==> src/logic/lce_cmd_pkg.sv <==
// LCE command side definitions
package lce_cmd_pkg;

  // cache geometry
  localparam int SETS    = 64;
  localparam int ASSOC   = 4;
  localparam int NUM_CCE = 2;

  localparam int INDEX_W        = $clog2(SETS);
  localparam int WAY_W          = $clog2(ASSOC);
  localparam int PADDR_W        = 22;
  localparam int BLOCK_W        = 64;
  localparam int BLOCK_OFFSET_W = $clog2(BLOCK_W / 8);
  localparam int PTAG_W         = PADDR_W - INDEX_W - BLOCK_OFFSET_W;

  localparam int LCE_ID_W = 2;
  localparam int CCE_ID_W = 1;

  // counters
  localparam int SWEEP_CNT_W = INDEX_W;
  localparam int SYNC_CNT_W  = 2;

  typedef enum logic [2:0] {
    coh_i = 3'd0,
    coh_s = 3'd1,
    coh_e = 3'd2,
    coh_f = 3'd3,
    coh_m = 3'd4,
    coh_o = 3'd5
  } coh_state_e;

  // cmd_tr is decoded but never consumed
  typedef enum logic [3:0] {
    cmd_sync      = 4'd0,
    cmd_set_clear = 4'd1,
    cmd_st        = 4'd2,
    cmd_st_wakeup = 4'd3,
    cmd_inv       = 4'd4,
    cmd_wb        = 4'd5,
    cmd_data      = 4'd6,
    cmd_uc_data   = 4'd7,
    cmd_tr        = 4'd8
  } lce_cmd_type_e;

  typedef enum logic [1:0] {
    resp_sync_ack = 2'd0,
    resp_inv_ack  = 2'd1,
    resp_null_wb  = 2'd2
  } lce_resp_type_e;

  typedef enum logic [1:0] {
    tag_set_clear  = 2'd0,
    tag_set_tag    = 2'd1,
    tag_invalidate = 2'd2
  } tag_op_e;

  typedef enum logic {
    stat_set_clear = 1'b0
  } stat_op_e;

  typedef enum logic {
    data_write    = 1'b0,
    data_uncached = 1'b1
  } data_op_e;

  // set index sits just above the block offset
  function automatic logic [INDEX_W-1:0] addr_index(input logic [PADDR_W-1:0] addr);
    return addr[BLOCK_OFFSET_W +: INDEX_W];
  endfunction

  function automatic logic [PTAG_W-1:0] addr_tag(input logic [PADDR_W-1:0] addr);
    return addr[BLOCK_OFFSET_W + INDEX_W +: PTAG_W];
  endfunction

endpackage

==> src/logic/tag_stat_pkt_if.sv <==
// Tag and status packet interface
interface tag_stat_pkt_if;
  import lce_cmd_pkg::*;

  // tag memory packet
  logic               tag_v;
  logic               tag_ready;
  logic [INDEX_W-1:0] tag_index;
  logic [WAY_W-1:0]   tag_way;
  coh_state_e         tag_state;
  logic [PTAG_W-1:0]  tag_ptag;
  tag_op_e            tag_op;

  // status memory packet
  logic               stat_v;
  logic               stat_ready;
  logic [INDEX_W-1:0] stat_index;
  stat_op_e           stat_op;

  modport source (
    output tag_v, tag_index, tag_way, tag_state, tag_ptag, tag_op,
    output stat_v, stat_index, stat_op,
    input  tag_ready, stat_ready
  );

  modport sink (
    input  tag_v, tag_index, tag_way, tag_state, tag_ptag, tag_op,
    input  stat_v, stat_index, stat_op,
    output tag_ready, stat_ready
  );

endinterface

==> src/logic/lce_set_sweep.sv <==
// Post-reset set clear sweep
module lce_set_sweep (
  input  logic            clk_i,
  input  logic            reset_i,
  tag_stat_pkt_if.sink    fsm_pkt,
  tag_stat_pkt_if.source  mem_pkt,
  output logic            sweep_done_o
);
  import lce_cmd_pkg::*;

  logic [SWEEP_CNT_W-1:0] sweep_cnt_r;
  logic                   done_r;
  logic                   sweep_fire;

  // one tag and one status clear per cycle when both memories accept
  assign sweep_fire = ~done_r & mem_pkt.tag_ready & mem_pkt.stat_ready;

  always_comb begin
    if (done_r) begin
      mem_pkt.tag_v      = fsm_pkt.tag_v;
      mem_pkt.tag_index  = fsm_pkt.tag_index;
      mem_pkt.tag_way    = fsm_pkt.tag_way;
      mem_pkt.tag_state  = fsm_pkt.tag_state;
      mem_pkt.tag_ptag   = fsm_pkt.tag_ptag;
      mem_pkt.tag_op     = fsm_pkt.tag_op;
      mem_pkt.stat_v     = fsm_pkt.stat_v;
      mem_pkt.stat_index = fsm_pkt.stat_index;
      mem_pkt.stat_op    = fsm_pkt.stat_op;
      fsm_pkt.tag_ready  = mem_pkt.tag_ready;
      fsm_pkt.stat_ready = mem_pkt.stat_ready;
    end else begin
      mem_pkt.tag_v      = sweep_fire;
      mem_pkt.tag_index  = sweep_cnt_r;
      mem_pkt.tag_way    = '0;
      mem_pkt.tag_state  = coh_i;
      mem_pkt.tag_ptag   = '0;
      mem_pkt.tag_op     = tag_set_clear;
      mem_pkt.stat_v     = sweep_fire;
      mem_pkt.stat_index = sweep_cnt_r;
      mem_pkt.stat_op    = stat_set_clear;
      // command path sees no room until the sweep is over
      fsm_pkt.tag_ready  = 1'b0;
      fsm_pkt.stat_ready = 1'b0;
    end
  end

  always_ff @(posedge clk_i) begin
    if (reset_i) begin
      sweep_cnt_r <= '0;
      done_r      <= 1'b0;
    end else if (sweep_fire) begin
      sweep_cnt_r <= sweep_cnt_r + 1'b1;
      if (sweep_cnt_r == SWEEP_CNT_W'(SETS - 1)) begin
        done_r <= 1'b1;
      end
    end
  end

  assign sweep_done_o = done_r;

endmodule

==> src/logic/lce_cmd_fsm.sv <==
// LCE command decoder FSM
module lce_cmd_fsm (
  input  logic                                 clk_i,
  input  logic                                 reset_i,
  input  logic                                 sweep_done_i,
  input  logic [lce_cmd_pkg::LCE_ID_W-1:0]     lce_id_i,
  input  logic [lce_cmd_pkg::PADDR_W-1:0]      miss_addr_i,

  input  logic                                 cmd_v_i,
  input  lce_cmd_pkg::lce_cmd_type_e           cmd_type_i,
  input  logic [lce_cmd_pkg::PADDR_W-1:0]      cmd_addr_i,
  input  logic [lce_cmd_pkg::CCE_ID_W-1:0]     cmd_src_i,
  input  logic [lce_cmd_pkg::WAY_W-1:0]        cmd_way_i,
  input  lce_cmd_pkg::coh_state_e              cmd_state_i,
  input  logic [lce_cmd_pkg::BLOCK_W-1:0]      cmd_data_i,
  output logic                                 cmd_yumi_o,

  output logic                                 resp_v_o,
  output lce_cmd_pkg::lce_resp_type_e          resp_type_o,
  output logic [lce_cmd_pkg::CCE_ID_W-1:0]     resp_dst_o,
  output logic [lce_cmd_pkg::LCE_ID_W-1:0]     resp_src_o,
  output logic [lce_cmd_pkg::PADDR_W-1:0]      resp_addr_o,
  input  logic                                 resp_yumi_i,

  output logic                                 data_v_o,
  output logic [lce_cmd_pkg::INDEX_W-1:0]      data_index_o,
  output logic [lce_cmd_pkg::WAY_W-1:0]        data_way_o,
  output logic [lce_cmd_pkg::BLOCK_W-1:0]      data_o,
  output lce_cmd_pkg::data_op_e                data_op_o,
  input  logic                                 data_ready_i,

  tag_stat_pkt_if.source                       pkt,

  output logic                                 lce_ready_o,
  output logic                                 set_tag_received_o,
  output logic                                 set_tag_wakeup_received_o,
  output logic                                 cce_data_received_o,
  output logic                                 uncached_data_received_o,
  output logic                                 cache_req_complete_o
);
  import lce_cmd_pkg::*;

  typedef enum logic [1:0] {
    st_reset,
    st_uncached_only,
    st_ready
  } lce_cmd_state_e;

  lce_cmd_state_e          state_r, state_n;
  logic [SYNC_CNT_W-1:0]   sync_cnt_r, sync_cnt_n;
  logic                    inv_flag_r, inv_flag_n;
  logic                    in_ready;
  logic                    clear_fire;
  logic                    fill_fire;
  logic [INDEX_W-1:0]      cmd_index;
  logic [INDEX_W-1:0]      miss_index;

  assign in_ready   = (state_r == st_ready);
  assign cmd_index  = addr_index(cmd_addr_i);
  assign miss_index = addr_index(miss_addr_i);
  assign clear_fire = pkt.tag_ready & pkt.stat_ready;
  assign fill_fire  = pkt.tag_ready & data_ready_i;

  // response header follows the command directly
  assign resp_dst_o  = cmd_src_i;
  assign resp_src_o  = lce_id_i;
  assign resp_addr_o = cmd_addr_i;

  // data fill and uncached data land in the set of the outstanding miss
  assign data_index_o = miss_index;
  assign data_way_o   = cmd_way_i;
  assign data_o       = cmd_data_i;

  assign lce_ready_o = sweep_done_i;

  always_comb begin
    state_n    = state_r;
    sync_cnt_n = sync_cnt_r;
    inv_flag_n = inv_flag_r;

    cmd_yumi_o  = 1'b0;
    resp_v_o    = 1'b0;
    resp_type_o = resp_sync_ack;
    data_v_o    = 1'b0;
    data_op_o   = data_write;

    pkt.tag_v      = 1'b0;
    pkt.tag_index  = cmd_index;
    pkt.tag_way    = cmd_way_i;
    pkt.tag_state  = coh_i;
    pkt.tag_ptag   = '0;
    pkt.tag_op     = tag_set_clear;
    pkt.stat_v     = 1'b0;
    pkt.stat_index = cmd_index;
    pkt.stat_op    = stat_set_clear;

    set_tag_received_o        = 1'b0;
    set_tag_wakeup_received_o = 1'b0;
    cce_data_received_o       = 1'b0;
    uncached_data_received_o  = 1'b0;
    cache_req_complete_o      = 1'b0;

    case (state_r)
      st_reset: begin
        if (sweep_done_i) begin
          state_n = st_uncached_only;
        end
      end

      st_uncached_only, st_ready: begin
        if (cmd_v_i) begin
          case (cmd_type_i)
            cmd_set_clear: begin
              pkt.tag_v  = clear_fire;
              pkt.stat_v = clear_fire;
              cmd_yumi_o = clear_fire;
            end

            cmd_sync: begin
              if (!in_ready) begin
                resp_v_o   = 1'b1;
                cmd_yumi_o = resp_yumi_i;
                if (resp_yumi_i) begin
                  if (sync_cnt_r == SYNC_CNT_W'(NUM_CCE - 1)) begin
                    sync_cnt_n = '0;
                    state_n    = st_ready;
                  end else begin
                    sync_cnt_n = sync_cnt_r + 1'b1;
                  end
                end
              end
            end

            cmd_uc_data: begin
              data_v_o                 = data_ready_i;
              data_op_o                = data_uncached;
              cmd_yumi_o               = data_ready_i;
              uncached_data_received_o = data_ready_i;
              cache_req_complete_o     = data_ready_i;
            end

            cmd_st, cmd_st_wakeup: begin
              if (in_ready) begin
                pkt.tag_v     = pkt.tag_ready;
                pkt.tag_state = cmd_state_i;
                pkt.tag_ptag  = addr_tag(cmd_addr_i);
                pkt.tag_op    = tag_set_tag;
                cmd_yumi_o    = pkt.tag_ready;
                if (cmd_type_i == cmd_st_wakeup) begin
                  set_tag_wakeup_received_o = pkt.tag_ready;
                  cache_req_complete_o      = pkt.tag_ready;
                end else begin
                  set_tag_received_o = pkt.tag_ready;
                end
              end
            end

            cmd_inv: begin
              if (in_ready) begin
                // tag invalidate goes out once and then the ack waits on yumi
                pkt.tag_v   = pkt.tag_ready & ~inv_flag_r;
                pkt.tag_op  = tag_invalidate;
                resp_v_o    = inv_flag_r | pkt.tag_v;
                resp_type_o = resp_inv_ack;
                cmd_yumi_o  = resp_v_o & resp_yumi_i;
                inv_flag_n  = resp_yumi_i ? 1'b0 : resp_v_o;
              end
            end

            cmd_wb: begin
              if (in_ready) begin
                resp_v_o    = 1'b1;
                resp_type_o = resp_null_wb;
                cmd_yumi_o  = resp_yumi_i;
              end
            end

            cmd_data: begin
              if (in_ready) begin
                data_v_o             = fill_fire;
                pkt.tag_v            = fill_fire;
                pkt.tag_index        = miss_index;
                pkt.tag_state        = cmd_state_i;
                pkt.tag_ptag         = addr_tag(cmd_addr_i);
                pkt.tag_op           = tag_set_tag;
                cmd_yumi_o           = fill_fire;
                cce_data_received_o  = fill_fire;
                set_tag_received_o   = fill_fire;
                cache_req_complete_o = fill_fire;
              end
            end

            default: begin
            end
          endcase
        end
      end

      default: begin
        state_n = st_reset;
      end
    endcase
  end

  always_ff @(posedge clk_i) begin
    if (reset_i) begin
      state_r    <= st_reset;
      sync_cnt_r <= '0;
      inv_flag_r <= 1'b0;
    end else begin
      state_r    <= state_n;
      sync_cnt_r <= sync_cnt_n;
      inv_flag_r <= inv_flag_n;
    end
  end

endmodule

==> src/logic/lce_cmd_unit.sv <==
// LCE command unit top
module lce_cmd_unit (
  input  logic                                 clk_i,
  input  logic                                 reset_i,
  input  logic [lce_cmd_pkg::LCE_ID_W-1:0]     lce_id_i,
  input  logic [lce_cmd_pkg::PADDR_W-1:0]      miss_addr_i,

  input  logic                                 cmd_v_i,
  input  lce_cmd_pkg::lce_cmd_type_e           cmd_type_i,
  input  logic [lce_cmd_pkg::PADDR_W-1:0]      cmd_addr_i,
  input  logic [lce_cmd_pkg::CCE_ID_W-1:0]     cmd_src_i,
  input  logic [lce_cmd_pkg::WAY_W-1:0]        cmd_way_i,
  input  lce_cmd_pkg::coh_state_e              cmd_state_i,
  input  logic [lce_cmd_pkg::BLOCK_W-1:0]      cmd_data_i,
  output logic                                 cmd_yumi_o,

  output logic                                 resp_v_o,
  output lce_cmd_pkg::lce_resp_type_e          resp_type_o,
  output logic [lce_cmd_pkg::CCE_ID_W-1:0]     resp_dst_o,
  output logic [lce_cmd_pkg::LCE_ID_W-1:0]     resp_src_o,
  output logic [lce_cmd_pkg::PADDR_W-1:0]      resp_addr_o,
  input  logic                                 resp_yumi_i,

  output logic                                 data_v_o,
  output logic [lce_cmd_pkg::INDEX_W-1:0]      data_index_o,
  output logic [lce_cmd_pkg::WAY_W-1:0]        data_way_o,
  output logic [lce_cmd_pkg::BLOCK_W-1:0]      data_o,
  output lce_cmd_pkg::data_op_e                data_op_o,
  input  logic                                 data_ready_i,

  output logic                                 tag_v_o,
  input  logic                                 tag_ready_i,
  output logic [lce_cmd_pkg::INDEX_W-1:0]      tag_index_o,
  output logic [lce_cmd_pkg::WAY_W-1:0]        tag_way_o,
  output lce_cmd_pkg::coh_state_e              tag_state_o,
  output logic [lce_cmd_pkg::PTAG_W-1:0]       tag_ptag_o,
  output lce_cmd_pkg::tag_op_e                 tag_op_o,

  output logic                                 stat_v_o,
  input  logic                                 stat_ready_i,
  output logic [lce_cmd_pkg::INDEX_W-1:0]      stat_index_o,
  output lce_cmd_pkg::stat_op_e                stat_op_o,

  output logic                                 lce_ready_o,
  output logic                                 set_tag_received_o,
  output logic                                 set_tag_wakeup_received_o,
  output logic                                 cce_data_received_o,
  output logic                                 uncached_data_received_o,
  output logic                                 cache_req_complete_o
);

  logic sweep_done;

  tag_stat_pkt_if fsm_pkt ();
  tag_stat_pkt_if mem_pkt ();

  // memory side packets map onto plain ports
  assign tag_v_o            = mem_pkt.tag_v;
  assign tag_index_o        = mem_pkt.tag_index;
  assign tag_way_o          = mem_pkt.tag_way;
  assign tag_state_o        = mem_pkt.tag_state;
  assign tag_ptag_o         = mem_pkt.tag_ptag;
  assign tag_op_o           = mem_pkt.tag_op;
  assign stat_v_o           = mem_pkt.stat_v;
  assign stat_index_o       = mem_pkt.stat_index;
  assign stat_op_o          = mem_pkt.stat_op;
  assign mem_pkt.tag_ready  = tag_ready_i;
  assign mem_pkt.stat_ready = stat_ready_i;

  lce_set_sweep u_sweep (
    .clk_i        (clk_i),
    .reset_i      (reset_i),
    .fsm_pkt      (fsm_pkt.sink),
    .mem_pkt      (mem_pkt.source),
    .sweep_done_o (sweep_done)
  );

  lce_cmd_fsm u_fsm (
    .clk_i                     (clk_i),
    .reset_i                   (reset_i),
    .sweep_done_i              (sweep_done),
    .lce_id_i                  (lce_id_i),
    .miss_addr_i               (miss_addr_i),
    .cmd_v_i                   (cmd_v_i),
    .cmd_type_i                (cmd_type_i),
    .cmd_addr_i                (cmd_addr_i),
    .cmd_src_i                 (cmd_src_i),
    .cmd_way_i                 (cmd_way_i),
    .cmd_state_i               (cmd_state_i),
    .cmd_data_i                (cmd_data_i),
    .cmd_yumi_o                (cmd_yumi_o),
    .resp_v_o                  (resp_v_o),
    .resp_type_o               (resp_type_o),
    .resp_dst_o                (resp_dst_o),
    .resp_src_o                (resp_src_o),
    .resp_addr_o               (resp_addr_o),
    .resp_yumi_i               (resp_yumi_i),
    .data_v_o                  (data_v_o),
    .data_index_o              (data_index_o),
    .data_way_o                (data_way_o),
    .data_o                    (data_o),
    .data_op_o                 (data_op_o),
    .data_ready_i              (data_ready_i),
    .pkt                       (fsm_pkt.source),
    .lce_ready_o               (lce_ready_o),
    .set_tag_received_o        (set_tag_received_o),
    .set_tag_wakeup_received_o (set_tag_wakeup_received_o),
    .cce_data_received_o       (cce_data_received_o),
    .uncached_data_received_o  (uncached_data_received_o),
    .cache_req_complete_o      (cache_req_complete_o)
  );

endmodule

==> config.mk <==
export PLATFORM = sky130hd
export DESIGN_NAME = lce_cmd_unit
export DESIGN_NICKNAME = d
export VERILOG_FILES = /design/src/logic/lce_cmd_pkg.sv /design/src/logic/tag_stat_pkt_if.sv /design/src/logic/lce_set_sweep.sv /design/src/logic/lce_cmd_fsm.sv /design/src/logic/lce_cmd_unit.sv
export SDC_FILE = /design/constraint.sdc
export NUM_CORES = 1
export LEC_CHECK = 0
export ABC_AREA = 0
export BUFFER_PORTS_ARGS = -buffer_cell sky130_fd_sc_hd__clkbuf_2
export CELL_PAD_IN_SITES_DETAIL_PLACEMENT = 0
export CELL_PAD_IN_SITES_GLOBAL_PLACEMENT = 1
export CORE_MARGIN = 8
export CORE_UTILIZATION = 20
export CTS_CLUSTER_DIAMETER = 50
export DETAILED_ROUTE_END_ITERATION = 10
export GPL_ROUTABILITY_DRIVEN = 0
export GPL_TIMING_DRIVEN = 0
export MAX_ROUTING_LAYER = met4
export PLACE_DENSITY = 0.86
export SYNTH_ARGS = -nofsm -noshare
export SYNTH_HDL_FRONTEND = slang
export SYNTH_HIERARCHICAL = 1
export SYNTH_SLANG_ARGS = --single-unit
==> constraint.sdc <==
create_clock -name clk_i -period 2.33 [get_ports clk_i]
set_input_delay 0.466 -clock clk_i [delete_from_list [all_inputs] [get_ports clk_i]]
set_output_delay 0.466 -clock clk_i [all_outputs]
set_load 0.01 [all_outputs]
After elaboration in Yosys (flattened, before gate mapping)
Cells that the tools add are included.
Operators by class
  $add $sub $neg: 2
  equality and inequality tests: 17
  multiplexer cells: 85
  bitwise operators: 10
  reductions and logical operators: 9
Operators with widths (number)
  13-bit two-way mux: 5
  1-bit two-way mux: 46
  6-bit two-way mux: 6
  2-bit two-way mux: 14
  4-bit by 3-bit equality test with 1-bit output, second input constant: 4
  3-bit two-way mux: 5
  2-bit one-hot mux with 2 select lines: 3
  2-bit != test, second input constant: 5
  4-bit by 2-bit equality test with 1-bit output, second input constant: 2
  1-bit one-hot mux with 7 select lines: 1
  6-bit by 1-bit adder with 6-bit output, second input constant: 1
  1-bit AND: 6
  6-bit equality test, second input constant: 1
  1-bit one-hot mux with 3 select lines: 2
  6-bit AND reduction: 1
  5-bit AND reduction: 1
  2-bit by 1-bit equality test with 1-bit output, second input constant: 2
  4-bit by 1-bit equality test with 1-bit output, second input constant: 1
  4-bit logical NOT: 1
  1-bit one-hot mux with 2 select lines: 2
  1-bit one-hot mux with 4 select lines: 1
  4-bit AND reduction: 1
  2-bit OR reduction: 2
  1-bit inverter: 3
  other kinds (7): 7
Storage, ports and cells
  flip-flop bits (word level): 12
  word-level logic and storage cells: 128

Depth between registers and ports, before layout
  depth in word-level cells: 8
  mapped depth: 9
  gate-level depth less buffers: 7

Hierarchy
The synthesis kept the hierarchy.
By module, submodules not included
  lce_cmd_fsm: instances 1, cells each 209, area an instance 1557.7 um^2, seq. area each 100.1 um^2
  lce_set_sweep: instances 1, cells each 94, area an instance 621.8 um^2, seq. area each 140.1 um^2

Worst setup path before layout
No wires, ideal clock.
  path kind: register -> output
  from: reg u_fsm.state_r[0]
  to: out tag_ptag_o[0] (netlist bit)
  data arrival time: 1.705 ns
  slack: 0.159 ns
  stages on the path, launching flop included: 9
  cell sequence: dfxtp_1 -> inv_1 -> ha_1 -> and4b_1 -> and3_1 -> clkbuf_1 -> buf_2 -> and2_1 -> and2_1
Between the ends
  word-level cells in the longest chain between the ends: 6
Ends and longest elaborated chain
  start: declaration: line lce_cmd_fsm.sv:49  | lce_cmd_state_e state_r, state_n;
  start signal: assignment: line lce_cmd_fsm.sv:207  | state_r <= st_reset;
  start signal: assignment: line lce_cmd_fsm.sv:211  | state_r <= state_n;
  2-bit equality test: line lce_cmd_fsm.sv:58, lce_cmd_fsm.sv:103
  13-bit two-way mux: line lce_cmd_fsm.sv:143, lce_cmd_fsm.sv:179
  13-bit two-way mux
  13-bit two-way mux: line lce_cmd_fsm.sv:111  | if (cmd_v_i) begin
  13-bit two-way mux (*): line lce_cmd_fsm.sv:103  | case (state_r)
  net fsm_pkt.tag_ptag[0]: line tag_stat_pkt_if.sv:11  | logic [PTAG_W-1:0] tag_ptag;
  13-bit two-way mux (*): line lce_set_sweep.sv:19  | if (done_r) begin
  end: declaration: line lce_cmd_unit.sv:36  | output logic [lce_cmd_pkg::PTAG_W-1:0] tag_ptag_o,
Mark *: on every way through the listed nets, which the timed path passes. The rest lies on a longest branch.

Final worst setup path
  from: reg u_fsm.state_r[0]
  to: out tag_index_o[3] (netlist bit)
Between the ends
  word-level cells in the longest chain between the ends: 6
Ends and longest elaborated chain
  2-bit equality test: line lce_cmd_fsm.sv:58, lce_cmd_fsm.sv:103
  6-bit two-way mux: line lce_cmd_fsm.sv:179  | if (in_ready) begin
  6-bit two-way mux: line lce_cmd_fsm.sv:112  | case (cmd_type_i)
  6-bit two-way mux: line lce_cmd_fsm.sv:111
  6-bit two-way mux (*): line lce_cmd_fsm.sv:103
  net fsm_pkt.tag_index[3]: line tag_stat_pkt_if.sv:8  | logic [INDEX_W-1:0] tag_index;
  6-bit two-way mux (*): line lce_set_sweep.sv:19
  end: declaration: line lce_cmd_unit.sv:33  | output logic [lce_cmd_pkg::INDEX_W-1:0] tag_index_o,
Marks and branches as above.

==> impl_metrics.toml <==
[clock_network]
clock-root-buffer = "clkbuf_8"
cts_tree = "yes"
cts_buffer_depth = 2
htreeDepth = 1
cts_buffers = 3
clkTransAtPathRegs_ns = 0.06
clkLatencyLatePin_ns = 0.23
cts_num_sinks = 12

[floorplanning]
dieArea_um2 = 14500
core_area_um2 = 10700
ioPinCount = 271
rows = 38
die_x_um = 120
die_height_um = 120
start_util_pct = 20.3

[timing]
report.final.slew_viol_count = 0
hold-worst-slack_ns = 0.439
setup_violations = 16
min_period_over_period_pct = 105
finClkSkew_ns = 0.000885
post-route-min-period_ns = 2.45
setup_slack_ns = -0.123
hold_violations = 0
fmax_mhz = 408
rsz0062_at_grt = "yes"

[route]
ant_nets = 0
wl_um = 9420
dr_total_vias = 2617
wl_per_cell_um = 14.7
first_iter_violations = 117
drc_errors = 0
post_drt_via_cell_ratio = 4.08
dr.pass1.iters = 5

[synth]
synth_edf_count = 0
synth-async-reset-ratio_pct = 0
synth_area_per_cell_um2 = 7.19
syn-cell-area_um2 = 2180
ys_seq_elements = 12
syn-num-nets = 433
ys.flop_type = "dfxtp_1"
syn-instance-count = 303
ys_warn_count = 6
synth_cell_types = 46
ys_seq_area_share_pct = 11.0

[global_routing]
grt_pass1_wl_um = 14200
grtUsageTotal_pct = 11.9
overflow = 0
grt_max_degree = 16
antenna_found_initial = 0
grt_pass1_vias = 2709

[worst_setup_path]
path_max_fanout = 6
cp-startpoint = "u_fsm/state_r[0]"
cpPeakStageDelay_ns = 0.35
arrival_ns = 1.99
required_ns = 1.86
slowest_stage = "dfxtp_2"
cp_common_cell = "nand2_2"
r2r_start = "u_fsm/state_r[0]"
crit_type = "reg -> out"
cp_cell_sequence = "inv_4 > ha_4 > nand4b_1 > nor2_4 > buf_12 > mux2_4 > nand2_2 > nand2_2 > buf_6"
endpoint_kind = "output port"
critPathLaunchType = "register"

[cells_and_area]
area.growth.synth_to_final_pct = 66.6
drive_above_1_share_pct = 69.7
n_antenna_cell = 0
nets = 632
fin_util_pct = 33.8
fin_cells = 641

[hold_path]
hp-class = "in -> reg"
min_from = "resp_yumi_i"

[pwr]
p_leak_nw = 2.02
power_mw = 0.825
power_density_nw_per_um2 = 227
irDropWorstVdd_mv = 0.179

[status]
outcome = "complete, but fails checks"
violations = "negative setup slack"

[placed_design]
hpwl_um = 7970
dp.cells = 624
pre_cts_ws_ns = -0.445
port_buffers = 181

[job]
drv_cap = 0
cells by family (layout without fill, tap and decap cells):
kind of cell,count (synthesis),after routing,synth area share [%]
and+or+nand+nor,132,132,34.7
buffers and inverters,121,319,39.7
AOI/OAI and AO/OA,25,25,8.32
DFF,12,12,11.0
muxes,7,7,3.56
adders and majority gates,3,3,1.72
xor gates and xnor gates,2,2,0.804
other,1,1,0.172
synthesized netlist by cell type (2+ instances only):
cell | instances | area share [%]
and2_1 | 39 | 11
ha_1 | 3 | 1.7
mux2_2 | 6 | 3.1
nand2b_1 | 7 | 2.0
nand2_1 | 35 | 6.0
xor2_1 | 2 | 0.80
a211oi_1 | 3 | 1.0
nor3_1 | 4 | 0.92
nor2_1 | 12 | 2.1
a21oi_1 | 7 | 1.6
nor2b_1 | 2 | 0.57
nand4_1 | 4 | 1.1
nand3_1 | 3 | 0.69
o31ai_1 | 2 | 0.69
buf_2 | 2 | 0.46
or4bb_1 | 2 | 1.0
or4_1 | 3 | 1.0
clkbuf_1 | 8 | 1.4
buf_4 | 107 | 37
o21ba_2 | 2 | 0.92
nand4b_1 | 4 | 1.6
inv_1 | 3 | 0.52
dfxtp_1 | 12 | 11
nand3b_1 | 5 | 1.7
or3_1 | 4 | 1.1
o21ai_0 | 2 | 0.46
metal layers:
metal,vias to the layer above,routed length (µm),track usage [%]
li1,1294,-,-
met1,1180,2980,11.0
met2,137,5400,23.8
met3,6,991,3.82
met4,0,49,1.33
met5,-,0,-
per-stage QoR:
step	TNS [ns]	area, µm²
6_report	-1.10	3630
5_1_grt	-2.86	3630
4_1_cts	-0.675	3490
3_5_place_dp	-5.69	3260
3_3_place_gp	-5.30	3260
2_1_floorplan	0	2180
repair_timing:
action	in CTS	in global routing
gates cloned	1	0
pin swaps	11	3
setup buffers	9	7
hold buffers	0	0
resized for setup	31	41
endpoints found under the setup margin	32	26
cell usage in the layout, fill, tap and decap left out, types with 2 or more instances in the layout:
| cell | synthesis | routed |
|---|---|---|
| a211oi_2 | 0 | 2 |
| a21oi_1 | 7 | 7 |
| and2_1 | 39 | 30 |
| and2_4 | 0 | 8 |
| buf_2 | 2 | 7 |
| buf_4 | 107 | 123 |
| buf_6 | 1 | 11 |
| clkbuf_1 | 8 | 3 |
| clkbuf_2 | 0 | 167 |
| clkbuf_8 | 0 | 4 |
| dfxtp_1 | 12 | 9 |
| dfxtp_2 | 0 | 3 |
| ha_4 | 0 | 2 |
| mux2_4 | 0 | 6 |
| nand2_1 | 35 | 32 |
| nand2_2 | 0 | 3 |
| nand2b_1 | 7 | 7 |
| nand3_1 | 3 | 3 |
| nand3b_1 | 5 | 5 |
| nand4_1 | 4 | 4 |
| nand4b_1 | 4 | 4 |
| nor2_1 | 12 | 12 |
| nor2b_1 | 2 | 2 |
| nor3_1 | 4 | 3 |
| o21ai_0 | 2 | 2 |
| o21ba_2 | 2 | 2 |
| o31ai_1 | 2 | 2 |
| or3_1 | 4 | 4 |
| or4_1 | 3 | 3 |
| or4bb_1 | 2 | 2 |
| xor2_1 | 2 | 2 |
path summary, 6_finish.rpt:
| kind | to | slack (ns) | depth (start not counted) |
|---|---|---|---|
| worst max-delay path | tag_index_o[3] | -0.12 | 9 |
| worst min-delay path | u_fsm/inv_flag_r | 0.44 | 2 |
| worst max register to register | u_fsm/sync_cnt_r[0] | 0.42 | 7 |
| worst min register to register | u_fsm/sync_cnt_r[1] | 0.44 | 2 |
report_power, final:
part | internal, mW | total (mW) | switching, mW
Sequential | 0.209 | 0.213 | 0.00454
Clock | 0.149 | 0.226 | 0.0772
Combinational | 0.223 | 0.386 | 0.163
sequential cells by signal (all words and copies together) (netlist names):
register and count:
u_sweep/sweep_cnt_r 6, u_sweep/sweep_done_o 1, u_fsm/inv_flag_r 1, u_fsm/sync_cnt_r 2, u_fsm/state_r 2
worst max-delay path: cells and delay by family, from the launching register on:
kind / cells / cell delay [ns]
buffers and inverters: 3 / 0.31
DFF: 1 / 0.35
muxes: 1 / 0.30
adders and majority gates: 1 / 0.28
and+or+nand+nor: 4 / 0.49
cell type report:
type | count | area [µm²]
Fill cell | 1153 | 7110
Inverter | 3 | 13.8
Sequential cell | 12 | 244
Clock buffer | 4 | 55.1
Tap cell | 140 | 175
Buffer | 115 | 858
Timing Repair Buffer | 197 | 1090
Multi-Input combinational cell | 170 | 1190
Power figures use the tool's default switching activity.
